### config.mk
export PLATFORM = sky130hd
export DESIGN_NAME = lockstep_top
export DESIGN_NICKNAME = d
export VERILOG_FILES = /design/src/design/bus_pkg.sv /design/src/design/lockstep_pkg.sv /design/src/design/fetch_core.sv /design/src/design/lockstep_cmp.sv /design/src/design/lockstep_delay_line.sv /design/src/design/lockstep_rst_seq.sv /design/src/design/lockstep_top.sv
export SDC_FILE = /design/constraint.sdc
export NUM_CORES = 1
export LEC_CHECK = 0
export BUFFER_PORTS_ARGS = -buffer_cell sky130_fd_sc_hd__buf_2
export CAP_MARGIN = 20
export CORE_MARGIN = 2
export CORE_UTILIZATION = 62
export DETAILED_ROUTE_END_ITERATION = 12
export PLACE_DENSITY = 0.93
export SYNTH_ARGS = -nofsm -noshare
export SYNTH_HDL_FRONTEND = slang
export SYNTH_SLANG_ARGS = --single-unit
### constraint.sdc
create_clock -name clk_i -period 3 [get_ports clk_i]
set_input_delay 0.3 -clock clk_i [delete_from_list [all_inputs] [get_ports clk_i]]
set_output_delay 0.3 -clock clk_i [all_outputs]
set_load 0.005 [all_outputs]
### src/design/bus_pkg.sv
package bus_pkg;

  ////////////////////
  // Fetch bus
  ////////////////////

  parameter int unsigned ADDR_W = 32;
  parameter int unsigned DATA_W = 32;

  typedef logic [ADDR_W-1:0] addr_t;
  typedef logic [DATA_W-1:0] data_t;

  ////////////////////
  // Lockstep bundles
  ////////////////////

  // gnt, rvalid, rdata, err, fetch_enable
  parameter int unsigned IN_BUNDLE_W = DATA_W + 4;

  // instr_req, instr_addr, data_req, data_wdata, core_busy
  parameter int unsigned OUT_BUNDLE_W = ADDR_W + DATA_W + 3;

  // Fetch engine states
  typedef enum logic [1:0] {
    F_IDLE = 2'd0,
    F_REQ  = 2'd1,
    F_WAIT = 2'd2
  } fetch_state_e;

endpackage

### src/design/lockstep_pkg.sv
package lockstep_pkg;

  ////////////////////
  // Shadow timing
  ////////////////////

  // Cycles the shadow copy runs behind the main core
  parameter int unsigned LOCKSTEP_OFFSET_DEFAULT = 2;

  ////////////////////
  // Reset sequencer
  ////////////////////

  // RST_COUNT    shadow held in reset while the offset is counted
  // RST_RELEASED shadow running, comparison still off
  // CMP_ON       outputs are compared every cycle
  typedef enum logic [1:0] {
    RST_COUNT    = 2'd0,
    RST_RELEASED = 2'd1,
    CMP_ON       = 2'd2
  } rst_seq_e;

endpackage

### src/design/fetch_core.sv
`timescale 1ns/1ps

module fetch_core import bus_pkg::*; (
  input  logic  clk_i,
  input  logic  rst_ni,
  input  addr_t boot_addr_i,
  input  logic  fetch_enable_i,
  input  logic  instr_gnt_i,
  input  logic  instr_rvalid_i,
  input  data_t instr_rdata_i,
  input  logic  instr_err_i,
  output logic  instr_req_o,
  output addr_t instr_addr_o,
  output logic  data_req_o,
  output data_t data_wdata_o,
  output logic  core_busy_o,
  output logic  alert_major_bus_o
);

  fetch_state_e state_d, state_q;
  addr_t        offset_q;
  data_t        checksum_q;
  logic         data_req_q;
  logic         bus_err_q;
  logic         rsp_seen;

  // Response only counts while a fetch is outstanding
  assign rsp_seen = (state_q == F_WAIT) & instr_rvalid_i;

  always_comb begin
    state_d = state_q;
    unique case (state_q)
      F_IDLE: begin
        if (fetch_enable_i) begin
          state_d = F_REQ;
        end
      end
      // Request held until granted
      F_REQ: begin
        if (instr_gnt_i) begin
          state_d = F_WAIT;
        end
      end
      F_WAIT: begin
        if (instr_rvalid_i) begin
          state_d = fetch_enable_i ? F_REQ : F_IDLE;
        end
      end
      default: state_d = F_IDLE;
    endcase
  end

  always_ff @(posedge clk_i or negedge rst_ni) begin
    if (!rst_ni) begin
      state_q    <= F_IDLE;
      offset_q   <= '0;
      checksum_q <= '0;
      data_req_q <= 1'b0;
      bus_err_q  <= 1'b0;
    end else begin
      state_q    <= state_d;
      data_req_q <= rsp_seen;
      if ((state_q == F_REQ) && instr_gnt_i) begin
        offset_q <= offset_q + addr_t'(4);
      end
      if (rsp_seen) begin
        checksum_q <= checksum_q ^ instr_rdata_i;
        // Sticky until reset
        if (instr_err_i) begin
          bus_err_q <= 1'b1;
        end
      end
    end
  end

  assign instr_req_o       = (state_q == F_REQ);
  assign instr_addr_o      = boot_addr_i + offset_q;
  assign data_req_o        = data_req_q;
  assign data_wdata_o      = checksum_q;
  assign core_busy_o       = (state_q == F_REQ) | (state_q == F_WAIT);
  assign alert_major_bus_o = bus_err_q;

endmodule

### src/design/lockstep_cmp.sv
`timescale 1ns/1ps

module lockstep_cmp import bus_pkg::*; (
  input  logic                    clk_i,
  input  logic                    cmp_en_i,
  input  logic [OUT_BUNDLE_W-1:0] shadow_out_i,
  input  logic [OUT_BUNDLE_W-1:0] main_out_dly_i,
  input  logic                    shadow_bus_alert_i,
  output logic                    alert_major_internal_o,
  output logic                    alert_major_bus_o
);

  logic [OUT_BUNDLE_W-1:0] shadow_out_q;
  logic                    outputs_mismatch;

  ////////////////////
  // Shadow register
  ////////////////////

  // Extra cycle here is why the main outputs are delayed by offset plus one
  always_ff @(posedge clk_i) begin
    shadow_out_q <= shadow_out_i;
  end

  ////////////////////
  // Compare
  ////////////////////

  assign outputs_mismatch = (shadow_out_q != main_out_dly_i);

  // Any differing bit in any field is a major fault
  assign alert_major_internal_o = cmp_en_i & outputs_mismatch;

  // Bus errors seen by the shadow are reported as is
  assign alert_major_bus_o = shadow_bus_alert_i;

endmodule

### src/design/lockstep_delay_line.sv
`timescale 1ns/1ps

module lockstep_delay_line #(
  parameter int unsigned Width = 1,
  parameter int unsigned Depth = 1
) (
  input  logic             clk_i,
  input  logic             rst_ni,
  input  logic [Width-1:0] d_i,
  output logic [Width-1:0] q_o
);

  logic [Width-1:0] stage_q [Depth];

  // Stage 0 takes the input, the last stage drives the output
  always_ff @(posedge clk_i or negedge rst_ni) begin
    if (!rst_ni) begin
      for (int unsigned i = 0; i < Depth; i++) begin
        stage_q[i] <= '0;
      end
    end else begin
      stage_q[0] <= d_i;
      for (int unsigned i = 1; i < Depth; i++) begin
        stage_q[i] <= stage_q[i-1];
      end
    end
  end

  assign q_o = stage_q[Depth-1];

endmodule

### src/design/lockstep_rst_seq.sv
`timescale 1ns/1ps

module lockstep_rst_seq import lockstep_pkg::*; #(
  parameter int unsigned LockstepOffset = LOCKSTEP_OFFSET_DEFAULT
) (
  input  logic clk_i,
  input  logic rst_ni,
  output logic shadow_rst_no,
  output logic cmp_en_o
);

  // At least one counter bit, also for an offset of one
  localparam int unsigned CntW = (LockstepOffset > 1) ? $clog2(LockstepOffset) : 1;

  rst_seq_e        state_d, state_q;
  logic [CntW-1:0] cnt_q;
  logic            cnt_done;
  logic            shadow_rst_q;

  assign cnt_done = (cnt_q == CntW'(LockstepOffset - 1));

  always_comb begin
    state_d = state_q;
    unique case (state_q)
      RST_COUNT: begin
        if (cnt_done) begin
          state_d = RST_RELEASED;
        end
      end
      RST_RELEASED: state_d = CMP_ON;
      CMP_ON:       state_d = CMP_ON;
      default:      state_d = RST_COUNT;
    endcase
  end

  always_ff @(posedge clk_i or negedge rst_ni) begin
    if (!rst_ni) begin
      state_q      <= RST_COUNT;
      cnt_q        <= '0;
      shadow_rst_q <= 1'b0;
    end else begin
      state_q <= state_d;
      if ((state_q == RST_COUNT) && !cnt_done) begin
        cnt_q <= cnt_q + CntW'(1);
      end
      // Shadow reset released on leaving the count state
      if (state_d == RST_RELEASED) begin
        shadow_rst_q <= 1'b1;
      end
    end
  end

  assign shadow_rst_no = shadow_rst_q;
  assign cmp_en_o      = (state_q == CMP_ON);

endmodule

### src/design/lockstep_top.sv
`timescale 1ns/1ps

module lockstep_top import bus_pkg::*, lockstep_pkg::*; #(
  parameter int unsigned LockstepOffset = LOCKSTEP_OFFSET_DEFAULT
) (
  input  logic  clk_i,
  input  logic  rst_ni,
  input  addr_t boot_addr_i,

  // Bus inputs of the main core
  input  logic  instr_gnt_i,
  input  logic  instr_rvalid_i,
  input  data_t instr_rdata_i,
  input  logic  instr_err_i,
  input  logic  fetch_enable_i,

  // Outputs of the main core
  input  logic  instr_req_i,
  input  addr_t instr_addr_i,
  input  logic  data_req_i,
  input  data_t data_wdata_i,
  input  logic  core_busy_i,

  output logic  alert_major_internal_o,
  output logic  alert_major_bus_o
);

  localparam int unsigned OutputsOffset = LockstepOffset + 1;

  logic                    shadow_rst_n;
  logic                    cmp_en;
  logic [IN_BUNDLE_W-1:0]  main_in_bundle;
  logic [IN_BUNDLE_W-1:0]  shadow_in_bundle;
  logic [OUT_BUNDLE_W-1:0] main_out_bundle;
  logic [OUT_BUNDLE_W-1:0] main_out_dly;
  logic [OUT_BUNDLE_W-1:0] shadow_out_bundle;

  logic  shadow_instr_gnt;
  logic  shadow_instr_rvalid;
  data_t shadow_instr_rdata;
  logic  shadow_instr_err;
  logic  shadow_fetch_enable;
  logic  shadow_instr_req;
  addr_t shadow_instr_addr;
  logic  shadow_data_req;
  data_t shadow_data_wdata;
  logic  shadow_core_busy;
  logic  shadow_bus_alert;

  lockstep_rst_seq #(
    .LockstepOffset(LockstepOffset)
  ) u_rst_seq (
    .clk_i        (clk_i),
    .rst_ni       (rst_ni),
    .shadow_rst_no(shadow_rst_n),
    .cmp_en_o     (cmp_en)
  );

  ////////////////////
  // Input delay
  ////////////////////

  assign main_in_bundle = {instr_gnt_i, instr_rvalid_i, instr_rdata_i,
                           instr_err_i, fetch_enable_i};

  lockstep_delay_line #(
    .Width(IN_BUNDLE_W),
    .Depth(LockstepOffset)
  ) u_in_delay (
    .clk_i (clk_i),
    .rst_ni(rst_ni),
    .d_i   (main_in_bundle),
    .q_o   (shadow_in_bundle)
  );

  assign {shadow_instr_gnt, shadow_instr_rvalid, shadow_instr_rdata,
          shadow_instr_err, shadow_fetch_enable} = shadow_in_bundle;

  ////////////////////
  // Output delay
  ////////////////////

  // Same field order for main and shadow bundles
  assign main_out_bundle = {instr_req_i, instr_addr_i, data_req_i,
                            data_wdata_i, core_busy_i};

  lockstep_delay_line #(
    .Width(OUT_BUNDLE_W),
    .Depth(OutputsOffset)
  ) u_out_delay (
    .clk_i (clk_i),
    .rst_ni(rst_ni),
    .d_i   (main_out_bundle),
    .q_o   (main_out_dly)
  );

  ////////////////////
  // Shadow core
  ////////////////////

  fetch_core u_shadow_core (
    .clk_i            (clk_i),
    .rst_ni           (shadow_rst_n),
    .boot_addr_i      (boot_addr_i),
    .fetch_enable_i   (shadow_fetch_enable),
    .instr_gnt_i      (shadow_instr_gnt),
    .instr_rvalid_i   (shadow_instr_rvalid),
    .instr_rdata_i    (shadow_instr_rdata),
    .instr_err_i      (shadow_instr_err),
    .instr_req_o      (shadow_instr_req),
    .instr_addr_o     (shadow_instr_addr),
    .data_req_o       (shadow_data_req),
    .data_wdata_o     (shadow_data_wdata),
    .core_busy_o      (shadow_core_busy),
    .alert_major_bus_o(shadow_bus_alert)
  );

  assign shadow_out_bundle = {shadow_instr_req, shadow_instr_addr, shadow_data_req,
                              shadow_data_wdata, shadow_core_busy};

  lockstep_cmp u_cmp (
    .clk_i                 (clk_i),
    .cmp_en_i              (cmp_en),
    .shadow_out_i          (shadow_out_bundle),
    .main_out_dly_i        (main_out_dly),
    .shadow_bus_alert_i    (shadow_bus_alert),
    .alert_major_internal_o(alert_major_internal_o),
    .alert_major_bus_o     (alert_major_bus_o)
  );

endmodule

# After elaboration in Yosys (flattened, before gate mapping)
# Cells that the tools add are included.
[totals]
ff_bits = 412
in_bits = 137
[classes]
add_sub_neg = 3
eq_ne = 9
n_mux = 7
bitwise_logic = 4
n_reduce_logical = 8
[op_table]
columns = ["cell", "n"]
rows = [
  ["$ne 67x67->1", 1],
  ["$add 32x3->32 const B", 1],
  ["$add 32x32->32", 1],
  ["$xor 32x32->32", 1],
  ["$mux 2", 4],
  ["$eq 2x1->1 const B", 3],
  ["$pmux 2 s3", 1],
  ["$eq 2x2->1 const B", 2],
  ["$logic_not 2->1", 2],
  ["$ne 2x2->1 const B", 2],
  ["$pmux 2 s2", 1],
  ["$reduce_and 3->1", 1],
  ["$and 1x1->1", 2],
  ["$logic_and 1x1->1", 2],
  ["$ne 2x1->1 const B", 1],
  ["$reduce_and 2->1", 1],
  ["$reduce_or 2->1", 1],
  ["$add 1x1->1 const B", 1],
  ["$logic_not 1->1", 1],
  ["$mux 1", 1],
  ["$or 1x1->1", 1],
]

# Logic depth before layout (Yosys ltp)
# Gate-level depths: netlist of the first run.
[logic_depth]
depth_word = 4
ltp_mapped = 10
ltp_nobuf = 10

# Modules after synthesis
# Synthesis of the first run repeated with hierarchy kept, for this count alone.
[hier_totals]
hier_cells = 1011
hier_area_um2 = 14256.2
[by_module_without_submodules]
columns = ["module", "n_inst", "cells_per_inst", "area_per_inst_um2"]
rows = [
  ["lockstep_delay_line at u_out_delay", 1, 268, 5532.8],
  ["fetch_core", 1, 462, 4375.4],
  ["lockstep_cmp", 1, 158, 2092.0],
  ["lockstep_delay_line at u_in_delay", 1, 108, 2072.0],
  ["lockstep_rst_seq", 1, 15, 183.9],
]

# Worst setup path before layout of the first run
# OpenSTA, ideal clock, no wires.
[synth_path]
path_type = "register to register"
startpoint = "reg u_shadow_core.offset_q[2]"
endpoint = "reg u_cmp.shadow_out_q[64]"
setup_time_ps = 72
t_arrival_ps = 2190
required_ps = 2928
path_slack_ps = 738
path_stages_with_launch = 11
period_less_slack_ps = 2262
path_cell_list = "dfrtp_1 ha_1 inv_1 fa_1 nand2b_1 a21oi_1 o211ai_1 a211oi_1 a211oi_1 o21ai_0 xor2_1"
[synth_between]
elab_chain_len = 1
[synth_lines]
columns = ["element", "line", "text"]
rows = [
  ["start: declaration", "fetch_core.sv:21", "addr_t offset_q;"],
  ["start signal: assignment", "fetch_core.sv:64", "offset_q <= offset_q + addr_t'(4);"],
  ["$add 32x32->32", "fetch_core.sv:77", "assign instr_addr_o = boot_addr_i + offset_q;"],
  ["via shadow_instr_addr[30]", "lockstep_top.sv:44", "addr_t shadow_instr_addr;"],
  ["end signal: assignment", "lockstep_cmp.sv:22", "shadow_out_q <= shadow_out_i;"],
  ["end: declaration", "lockstep_cmp.sv:13", "logic [OUT_BUNDLE_W-1:0] shadow_out_q;"],
]
# The timed path passes the listed nets, and every way through them passes these cells.
# A chain may end at the register's enable or synchronous reset.

# Worst setup path after layout of the first run
[layout_path]
startpoint = "reg u_out_delay.stage_q (netlist bit u_out_delay.q_o[55])"
endpoint = "out alert_major_internal_o"
[layout_between]
elab_chain_len = 2
[layout_lines]
columns = ["element", "line", "text"]
rows = [
  ["start: declaration", "lockstep_delay_line.sv:13", "logic [Width-1:0] stage_q [Depth];"],
  ["start signal: indexed assignment", "lockstep_delay_line.sv:24", "stage_q[i] <= stage_q[i-1];"],
  ["$ne 67x67->1", "lockstep_cmp.sv:29", "assign outputs_mismatch = (shadow_out_q != main_out_dly_i);"],
  ["$and 1x1->1", "lockstep_cmp.sv:32", "assign alert_major_internal_o = cmp_en_i & outputs_mismatch;"],
  ["end: declaration", "lockstep_top.sv:24", "output logic alert_major_internal_o,"],
]
# Every way passes these cells.

==> results of run 1 <==
## flip-flops by register name, indices dropped and copies added, names as in the netlist
signal / count
u_in_delay.q_o: 36
u_shadow_core.state_q: 2
u_in_delay.stage_q: 36
u_shadow_core.alert_major_bus_o: 1
u_out_delay.stage_q: 134
u_shadow_core.data_req_o: 1
u_shadow_core.data_wdata_o: 32
u_out_delay.q_o: 67
u_cmp.shadow_out_q: 67
u_rst_seq.shadow_rst_no: 1
u_shadow_core.offset_q: 30
u_rst_seq.cnt_done: 1
u_rst_seq.state_q: 2
## cell usage in the layout, fill, tap and decap left out, types with 3 or more instances in the layout
cell,count
nor3_1,6
xnor2_1,103
o211ai_1,4
clkbuf_8,11
buf_4,3
xor2_1,54
a21o_1,5
dfxtp_1,67
clkinv_4,3
nor2_1,23
o21bai_1,5
nand2_1,73
dfrtp_1,342
nand3_1,16
dlygate4sd3_1,106
nand2b_1,5
and3_1,5
inv_1,16
ha_1,37
clkinv_2,4
clkbuf_16,39
clkbuf_1,9
a21boi_0,3
buf_12,3
a211oi_1,5
and2_1,4
o21ai_0,16
a21oi_1,34
nor4_1,11
nand4_1,23
buf_2,137
## cells by family (layout without fill, tap and decap cells)
logic type      count (synthesis)  in the layout  synth area share
compound gates                 88             88            0.0420
xor+xnor                      157            157             0.103
fa+ha+maj                      38             38            0.0362
buf+inv                        33            337           0.00993
flops                         410            410             0.743
simple gates                  178            178            0.0660
## worst min-delay path by stage
stage                     from                  endpoint  slack [ps]
3_5_place_dp            rst_ni  u_out_delay.stage_q[171]         310
4_1_cts         boot_addr_i[2]    u_cmp.shadow_out_q[36]         100
5_1_grt         boot_addr_i[2]    u_cmp.shadow_out_q[36]         110
6_report       boot_addr_i[31]    u_cmp.shadow_out_q[65]         100
3_3_place_gp            rst_ni  u_out_delay.stage_q[136]         310
2_1_floorplan           rst_ni         u_in_delay.q_o[0]           4
## what timing repair did
action | in CTS | in global routing
hold buffers | 106 | 0
endpoints found under the hold margin | 182 | 0
buffers inserted | 0 | 0
## final cells by class
class | instances | share of cell area
well taps | 275 | 0.0205
flip-flops and latches | 410 | 0.592
repair buffers | 250 | 0.110
clock buffers | 59 | 0.0693
inverters | 16 | 0.00358
clock inverters | 12 | 0.00739
multi-input cells | 461 | 0.197
## layer usage
| layer | up-vias | routed length (um) | track usage |
|---|---|---|---|
| met5 | - | 0 | 0 |
| met4 | 0 | 752 | 0.0790 |
| met3 | 58 | 1410 | 0.0554 |
| met2 | 215 | 16800 | 0.523 |
| met1 | 3968 | 12800 | 0.380 |
| li1 | 3548 | - | - |
## worst max-delay path, stage by stage (launching register included)
cell	delay, ps
dfrtp_1	410
xnor2_1	290
nand4_1	150
nor4_1	400
nand4_1	200
o31a_1	320
buf_2	140
## metrics by stage
stage,power [uW],area (sq um),hold WS [ps],utilization,instances
global placement,8050,14400,310,0.684,1306
detailed placement,8210,14400,314,0.684,1306
floorplan,7620,13400,4.41,-,904
CTS,13200,16800,98.8,0.795,1483
finish,13300,16800,102,0.795,1483
global route,13800,16800,108,0.795,1483
## power by group
| part | switching [uW] | internal (uW) |
|---|---|---|
| Sequential | 520 | 6320 |
| Combinational | 770 | 737 |
| Clock | 2170 | 2790 |
==> results.json, run 1 <==
{
  "outcome": "complete, no violations",
  "arrival_ps": 2480,
  "portBuffers": 138,
  "async_flop_share": 0.837,
  "clock_sinks": 410,
  "gp_congestion": 0.846,
  "power_density_nw_per_um2": 794,
  "drt_pass1_iterations": 4,
  "start_kind": "flop",
  "synthDistinctLibCells": 48,
  "row_count": 53,
  "synth_common_cells": "343 x dfrtp_1, 103 x xnor2_1, 73 x nand2_1",
  "vias": 7789,
  "wl_mm": 31.8,
  "cts_max_path_buffers": 3,
  "area_growth_pct": 25.5,
  "max_slew_margin": 0.433,
  "finalSetupViolations": 0,
  "synth_top_area_cell": "dfrtp_1",
  "synth_seq_cells": 410,
  "reg2reg_from": "u_shadow_core.offset_q[2]",
  "rrSetupSlack_ps": 320,
  "tritoncts": "done",
  "grt_first_pass_wirelength_mm": 49.0,
  "layout_setup_ws_ps": 225,
  "hold_viol": 0,
  "fin_crit_sh": 0.925,
  "multiInputGateArea_sq_um": 3300,
  "syn_avg_cell_area_sq_um": 14.8,
  "synth_seq_area_share": 0.743,
  "cts-buffers-inserted": 39,
  "synth_edf_count": 0,
  "p_leak_uw": 0.00761,
  "clock_latency_ps": 550,
  "synth_cells": 904,
  "core_sq_um": 21100,
  "h-tree-depth": 2,
  "fin_tns_setup_ps": 0,
  "fp.dieH_um": 151,
  "critPathCapture": "alert_major_internal_o",
  "drc": 0,
  "routedWlPerCell_um": 21.4,
  "fillers": 1062,
  "syn_area_sq_um": 13400,
  "grt_max_degree": 82,
  "crit_path_end_kind": "output pin",
  "synth_top_area_frac": 0.643,
  "vdd_drop_max_uv": 623,
  "die_area_sq_um": 22700,
  "grtUsageTotal": 0.296,
  "drive_gt1_frac": 0.181,
  "critPathLaunch": "u_out_delay.q_o[55]",
  "ys_warn_count": 0,
  "critical_path_class": "reg2out",
  "grt_pass1_vias": 8664,
  "vias_per_cell": 5.25,
  "diodes": 0,
  "dp_hpwl_mm": 17.2,
  "ys.flop_type": "dfrtp_1",
  "holdPathStages": 3,
  "cp_max_fo": 1,
  "ant_nets": 0,
  "reg2reg_to": "u_cmp.shadow_out_q[64]",
  "nets": 1353,
  "num_io_pins": 139,
  "synth_area_leaders": "dfrtp_1 64%, dfxtp_1 10%, xnor2_1 6.8%",
  "gr-total-overflow": 0,
  "seq_area_sq_um": 9930,
  "start_util": 0.633,
  "cp.required_ps": 2700,
  "r2r_cells": 10,
  "clkTransAtPathRegs_ps": 70,
  "drv_slew": 0,
  "skew_ps": 26.3,
  "synthesis.nets": 1079,
  "max_freq_mhz": 360,
  "die_w_um": 151,
  "drt_iter0_drc": 536,
  "max_cap_violations": 0,
  "antenna_found_initial": 0,
  "worstHoldPathType": "in2reg",
  "synth.most_common_cell": "dfrtp_1",
  "post-route-min-period_ps": 2780,
  "clockRootBuffer": "clkbuf_16",
  "tightest_slew_ps": 850,
  "post_cts_resized": 0,
  "rsz0062_at_grt": "false",
  "dpl_worst_slack_ps": 327
}
Power figures use the tool's default switching activity.
==> run 2: changes to the inputs <==
--- a/config.mk
+++ b/config.mk
@@ -8,9 +8,9 @@
 export BUFFER_PORTS_ARGS = -buffer_cell sky130_fd_sc_hd__buf_2
 export CAP_MARGIN = 20
 export CORE_MARGIN = 2
-export CORE_UTILIZATION = 62
+export CORE_UTILIZATION = 60
 export DETAILED_ROUTE_END_ITERATION = 12
-export PLACE_DENSITY = 0.93
+export PLACE_DENSITY = 0.91
 export SYNTH_ARGS = -nofsm -noshare
 export SYNTH_HDL_FRONTEND = slang
 export SYNTH_SLANG_ARGS = --single-unit
==> run 2 against run 1 <==
  * Core utilization down 2.5 points
  * Flip-flop and latch count did not move
  * Critical path depth grew 4
  * Non-clock buffer count up 3
  * Combinational power about the same
  * Cell count is 0.54% higher
  * Total power up 0.88%
  * Global-route usage down 1.9 points
  * Fmax up 1.4%
  * Die area up 3.2%
  * Highest routed layer unchanged
==> results.json, run 2 (synthesis gave the netlist of run 1 again) <==
{
  "outcome": "complete, no violations",
  "start_kind": "flop",
  "tritoncts": "done",
  "slowest_stage": "dfrtp_1",
  "hold_buffers": 106,
  "regMostFlops": "u_out_delay.stage_q",
  "wl_mm": 30.9,
  "die_w_um": 153,
  "drt_pass1_iterations": 7,
  "stdcell_count": 1491,
  "worstHoldPathType": "in2reg",
  "nets": 1356,
  "clock_sinks": 410,
  "h-tree-depth": 2,
  "gr-total-overflow": 0,
  "grt_first_pass_wirelength_mm": 49.2,
  "cts-buffers-inserted": 39,
  "num_io_pins": 139,
  "drc": 0,
  "cpPeakStageDelay_ps": 420,
  "vias": 7751,
  "ant_nets": 0,
  "drv_slew": 0,
  "drt_iter0_drc": 637,
  "cp.required_ps": 3450,
  "area_growth_pct": 25.8,
  "start_util": 0.612,
  "routedWlPerCell_um": 20.7,
  "post_cts_resized": 0,
  "dp_hpwl_mm": 17.2,
  "arrival_ps": 3190,
  "die_area_sq_um": 23500,
  "drive_gt1_frac": 0.182,
  "p_leak_uw": 0.00762,
  "gp_congestion": 0.851,
  "finalSetupViolations": 0,
  "post-route-min-period_ps": 2740,
  "fp.dieH_um": 153,
  "max_cap_violations": 0,
  "final_common_cell": "dfrtp_1",
  "postCtsSetupBuffers": 0,
  "critical_path_class": "reg2reg",
  "cts_max_path_buffers": 3,
  "crit_top_cell": "a211oi_1",
  "core_sq_um": 21800,
  "crit_path_end_kind": "flop",
  "skew_ps": 15.0,
  "fin_tns_setup_ps": 0,
  "tightest_slew_ps": 711,
  "fillers": 1204,
  "portBuffers": 138,
  "cp_cell_sequence": "ha_1 > inv_1 > fa_1 > nand2b_1 > a21oi_1 > o211ai_1 > a211oi_1 > a211oi_1 > o21ai_0 > xor2_1",
  "clockRootBuffer": "clkbuf_16",
  "vdd_drop_max_uv": 651,
  "hold_viol": 0,
  "antenna_found_initial": 1,
  "grtUsageTotal": 0.277,
  "most-common-layout-cells": "342 x dfrtp_1, 137 x buf_2, 106 x dlygate4sd3_1",
  "row_count": 54,
  "clock_latency_ps": 530,
  "clkTransAtPathRegs_ps": 60,
  "max_freq_mhz": 365,
  "vias_per_cell": 5.20,
  "place_inst": 1314,
  "fin_crit_sh": 0.912,
  "rsz0062_at_grt": "false",
  "grt_pass1_vias": 8843,
  "largest_reg_flops": 134,
  "power_density_nw_per_um2": 799,
  "cp_max_fo": 4,
  "grt_max_degree": 92,
  "max_slew_margin": 0.526
}
==> run 2: changes by cell type in the layout (fill, tap and decap cells not counted), sizes merged <==
cell / change
buf: +3
bufinv: +3
clkbuf: -4
clkinv: -5
clkinvlp: +1
diode: +1
inv: +4
==> run 2: path summary, 6_finish.rpt <==
check                                                from                        endpoint  cells after the start  slack, ps
worst max-delay path            u_shadow_core.offset_q[2]          u_cmp.shadow_out_q[64]                     10        260
worst min-delay path                       boot_addr_i[2]          u_cmp.shadow_out_q[36]                      2         20
worst max register to register  u_shadow_core.offset_q[2]          u_cmp.shadow_out_q[64]                     10        260
worst min register to register    u_rst_seq.shadow_rst_no  u_shadow_core.data_wdata_o[25]                      0        320
max in group asynchronous                          rst_ni        u_out_delay.stage_q[161]                      3       1740
min in group asynchronous         u_rst_seq.shadow_rst_no  u_shadow_core.data_wdata_o[25]                      0        320
==> run 2: cell type report <==
type	instances	area (sq um)	area share
Multi-Input combinational cell	461	3300	0.196
Antenna cell	1	2.50	0.000149
Clock buffer	55	1100	0.0652
Sequential cell	410	9930	0.591
Tap cell	280	350	0.0209
Clock inverter	15	213	0.0127
Timing Repair Buffer	253	1850	0.110
Inverter	16	60.1	0.00357
==> run 2: per-stage QoR <==
step | power, uW | setup WS (ps) | hold slack (ps) | area, sq um | utilization
final | 13400 | 264 | 19.6 | 16800 | 0.770
after global routing | 14000 | 51.7 | 5.55 | 16800 | 0.770
after CTS | 13400 | 211 | 11.7 | 16800 | 0.770
after detailed placement | 8200 | 278 | 335 | 14400 | 0.661
after global placement | 8060 | 406 | 325 | 14400 | 0.661
after floorplan | 7620 | 738 | 4.41 | 13400 | -
==> run 2: layer usage <==
layer	routed length, um	global-route usage	up-vias
li1	-	-	3545
met1	12100	0.342	3895
met2	16300	0.491	241
met3	1490	0.0510	70
met4	1030	0.0992	0
met5	0	0	-
==> run 2: worst max-delay path, delay by kind of cell (launching register included) <==
family	cells	cell delay [ps]
compound gates	5	1190
fa+ha+maj	2	630
flops	1	420
simple gates	1	180
xor+xnor	1	170
buf+inv	1	70
==> run 2: report_power, final <==
part	internal (uW)	leakage [uW]	switching [uW]
clock network	2930	0.000632	2110
logic	745	0.00239	797
registers	6320	0.00460	525
total	9990	0.00762	3430
==> run 3: changes to the inputs <==
--- a/config.mk
+++ b/config.mk
@@ -8,9 +8,9 @@
 export BUFFER_PORTS_ARGS = -buffer_cell sky130_fd_sc_hd__buf_2
 export CAP_MARGIN = 20
 export CORE_MARGIN = 2
-export CORE_UTILIZATION = 60
+export CORE_UTILIZATION = 58
 export DETAILED_ROUTE_END_ITERATION = 12
-export PLACE_DENSITY = 0.91
+export PLACE_DENSITY = 0.89
 export SYNTH_ARGS = -nofsm -noshare
 export SYNTH_HDL_FRONTEND = slang
 export SYNTH_SLANG_ARGS = --single-unit
==> constraint.sdc (replaced) <==
create_clock -name clk_i -period 2.95 [get_ports clk_i]
set_input_delay 0.295 -clock clk_i [delete_from_list [all_inputs] [get_ports clk_i]]
set_output_delay 0.295 -clock clk_i [all_outputs]
set_load 0.005 [all_outputs]
==> run 3 against run 2 <==
  * Global-route usage shrank 1.8 points
  * Register-to-register slack lost 60 ps
  * Cell count grew 0.13%
  * Worst hold slack gained 73 ps
  * Combinational power is essentially flat
  * Fmax shrank 0.32%
  * Non-clock buffer count shrank 3
  * Wire length shrank 4.2%
  * Sequential power grew 1%
  * Critical path type unchanged
  * Critical endpoint unchanged
==> results.json, run 3 (synthesis gave the netlist of run 1 again) <==
{
  "outcome": "complete, no violations",
  "ant_nets": 0,
  "postCtsSetupBuffers": 0,
  "critical_path_class": "reg2reg",
  "drc": 0,
  "worstHoldPathType": "in2reg",
  "grtUsageTotal": 0.259,
  "grt_use_met1": 0.333,
  "crit_top_cell": "a211oi_1",
  "use_met3": 0.0422,
  "cp_cell_sequence": "ha_1 > inv_1 > fa_1 > nand2b_1 > a21oi_1 > o211ai_1 > a211oi_1 > a211oi_1 > o21ai_0 > xor2_1",
  "power_density_nw_per_um2": 809,
  "fillers": 1315,
  "vdd_drop_max_uv": 643,
  "vias": 7657,
  "area_growth_pct": 25.9,
  "core_sq_um": 22600,
  "h-tree-depth": 2,
  "fin_crit_sh": 0.930,
  "power_uw": 13600,
  "grt_first_pass_wirelength_mm": 47.0,
  "slowest_stage": "dfrtp_1",
  "post-route-min-period_ps": 2740,
  "drt_iter0_drc": 493,
  "grt.busiest_layer": "met2",
  "most-common-layout-cells": "342 x dfrtp_1, 137 x buf_2, 106 x dlygate4sd3_1",
  "final_common_cell": "dfrtp_1",
  "dp_hpwl_mm": 16.9,
  "tritoncts": "done",
  "start_util": 0.590,
  "fin_tns_setup_ps": 0,
  "tightest_slew_ps": 529,
  "hold_buffers": 106,
  "gp_congestion": 0.843,
  "cp.required_ps": 3400,
  "row_count": 55,
  "routedWlPerCell_um": 19.8,
  "arrival_ps": 3190,
  "largest_reg_flops": 134,
  "vias_per_cell": 5.13,
  "antenna_found_initial": 0,
  "clockRootBuffer": "clkbuf_16",
  "grt_util_met2": 0.453,
  "cts_max_path_buffers": 3,
  "regMostFlops": "u_out_delay.stage_q",
  "nets": 1353,
  "rsz0062_at_grt": "false",
  "hold_slack_ps": 92.4,
  "max_slew_margin": 0.647,
  "p_leak_uw": 0.00762,
  "drt_pass1_iterations": 4,
  "clkTransAtPathRegs_ps": 60,
  "die_area_sq_um": 24300,
  "clock_sinks": 410,
  "hold_viol": 0,
  "max_freq_mhz": 364,
  "path_delay_family": "compound AO/OA/AOI/OAI gates",
  "cpPeakStageDelay_ps": 420,
  "start_kind": "flop",
  "num_io_pins": 139,
  "die_w_um": 156,
  "seq_area_sq_um": 9930,
  "post_cts_resized": 0,
  "drive_gt1_frac": 0.183,
  "wl_mm": 29.6,
  "diodes": 0,
  "fp.dieH_um": 156,
  "cp_max_fo": 4,
  "cts-buffers-inserted": 39,
  "finalSetupViolations": 0,
  "max_cap_violations": 0,
  "multiInputGateArea_sq_um": 3300,
  "gr-total-overflow": 0,
  "utilization": 0.743,
  "skew_ps": 20.7,
  "crit_path_end_kind": "flop",
  "clock_latency_ps": 530,
  "path_buf_inv": 1,
  "drv_slew": 0,
  "grt_max_degree": 76,
  "grt_pass1_vias": 8598,
  "portBuffers": 138
}
[run 3: cell count changes in the layout (fill, tap and decap cells not counted), sizes merged]
| cell | change |
|---|---|
| buf | -3 |
| clkinv | +2 |
| clkbuf | -1 |
| clkinvlp | +1 |
| diode | -1 |
| inv | -1 |
[run 3: metal layers]
| layer | vias up | share of wire |
|---|---|---|
| li1 | 3541 | - |
| met3 | 65 | 0.045 |
| met5 | - | 0 |
| met1 | 3808 | 0.41 |
| met4 | 0 | 0.031 |
| met2 | 243 | 0.52 |
[run 3: stage by stage]
step           instance area, sq um  std cells  setup slack (ps)
2_1_floorplan                 13400        904               688
3_3_place_gp                  14400       1316               373
3_5_place_dp                  14400       1316               211
4_1_cts                       16800       1493               222
5_1_grt                       16800       1493              5.61
6_report                      16800       1493               205
[run 3: layout make-up]
cell class | count | share of cell area
multi-input combinational | 461 | 0.196
clock buffer | 54 | 0.0661
clock inverter | 17 | 0.0132
timing repair buffer | 250 | 0.110
tap | 285 | 0.0212
inverter | 16 | 0.00357
sequential | 410 | 0.590
[run 3: where the power goes]
group	internal (uW)	switching, uW
clock network	3020	2140
registers	6420	489
logic	760	772
[run 3: worst paths after layout]
| check | from | endpoint | slack [ps] | cells past startpoint |
|---|---|---|---|---|
| worst max-delay path | u_shadow_core.offset_q[2] | u_cmp.shadow_out_q[64] | 210 | 10 |
| worst min-delay path | boot_addr_i[2] | u_cmp.shadow_out_q[36] | 90 | 2 |
| worst max register to register | u_shadow_core.offset_q[2] | u_cmp.shadow_out_q[64] | 210 | 10 |
| worst min register to register | u_rst_seq.shadow_rst_no | u_shadow_core.data_wdata_o[12] | 300 | 1 |
| max in group asynchronous | rst_ni | u_out_delay.q_o[45] | 1890 | 3 |
| min in group asynchronous | rst_ni | u_in_delay.q_o[31] | 290 | 2 |
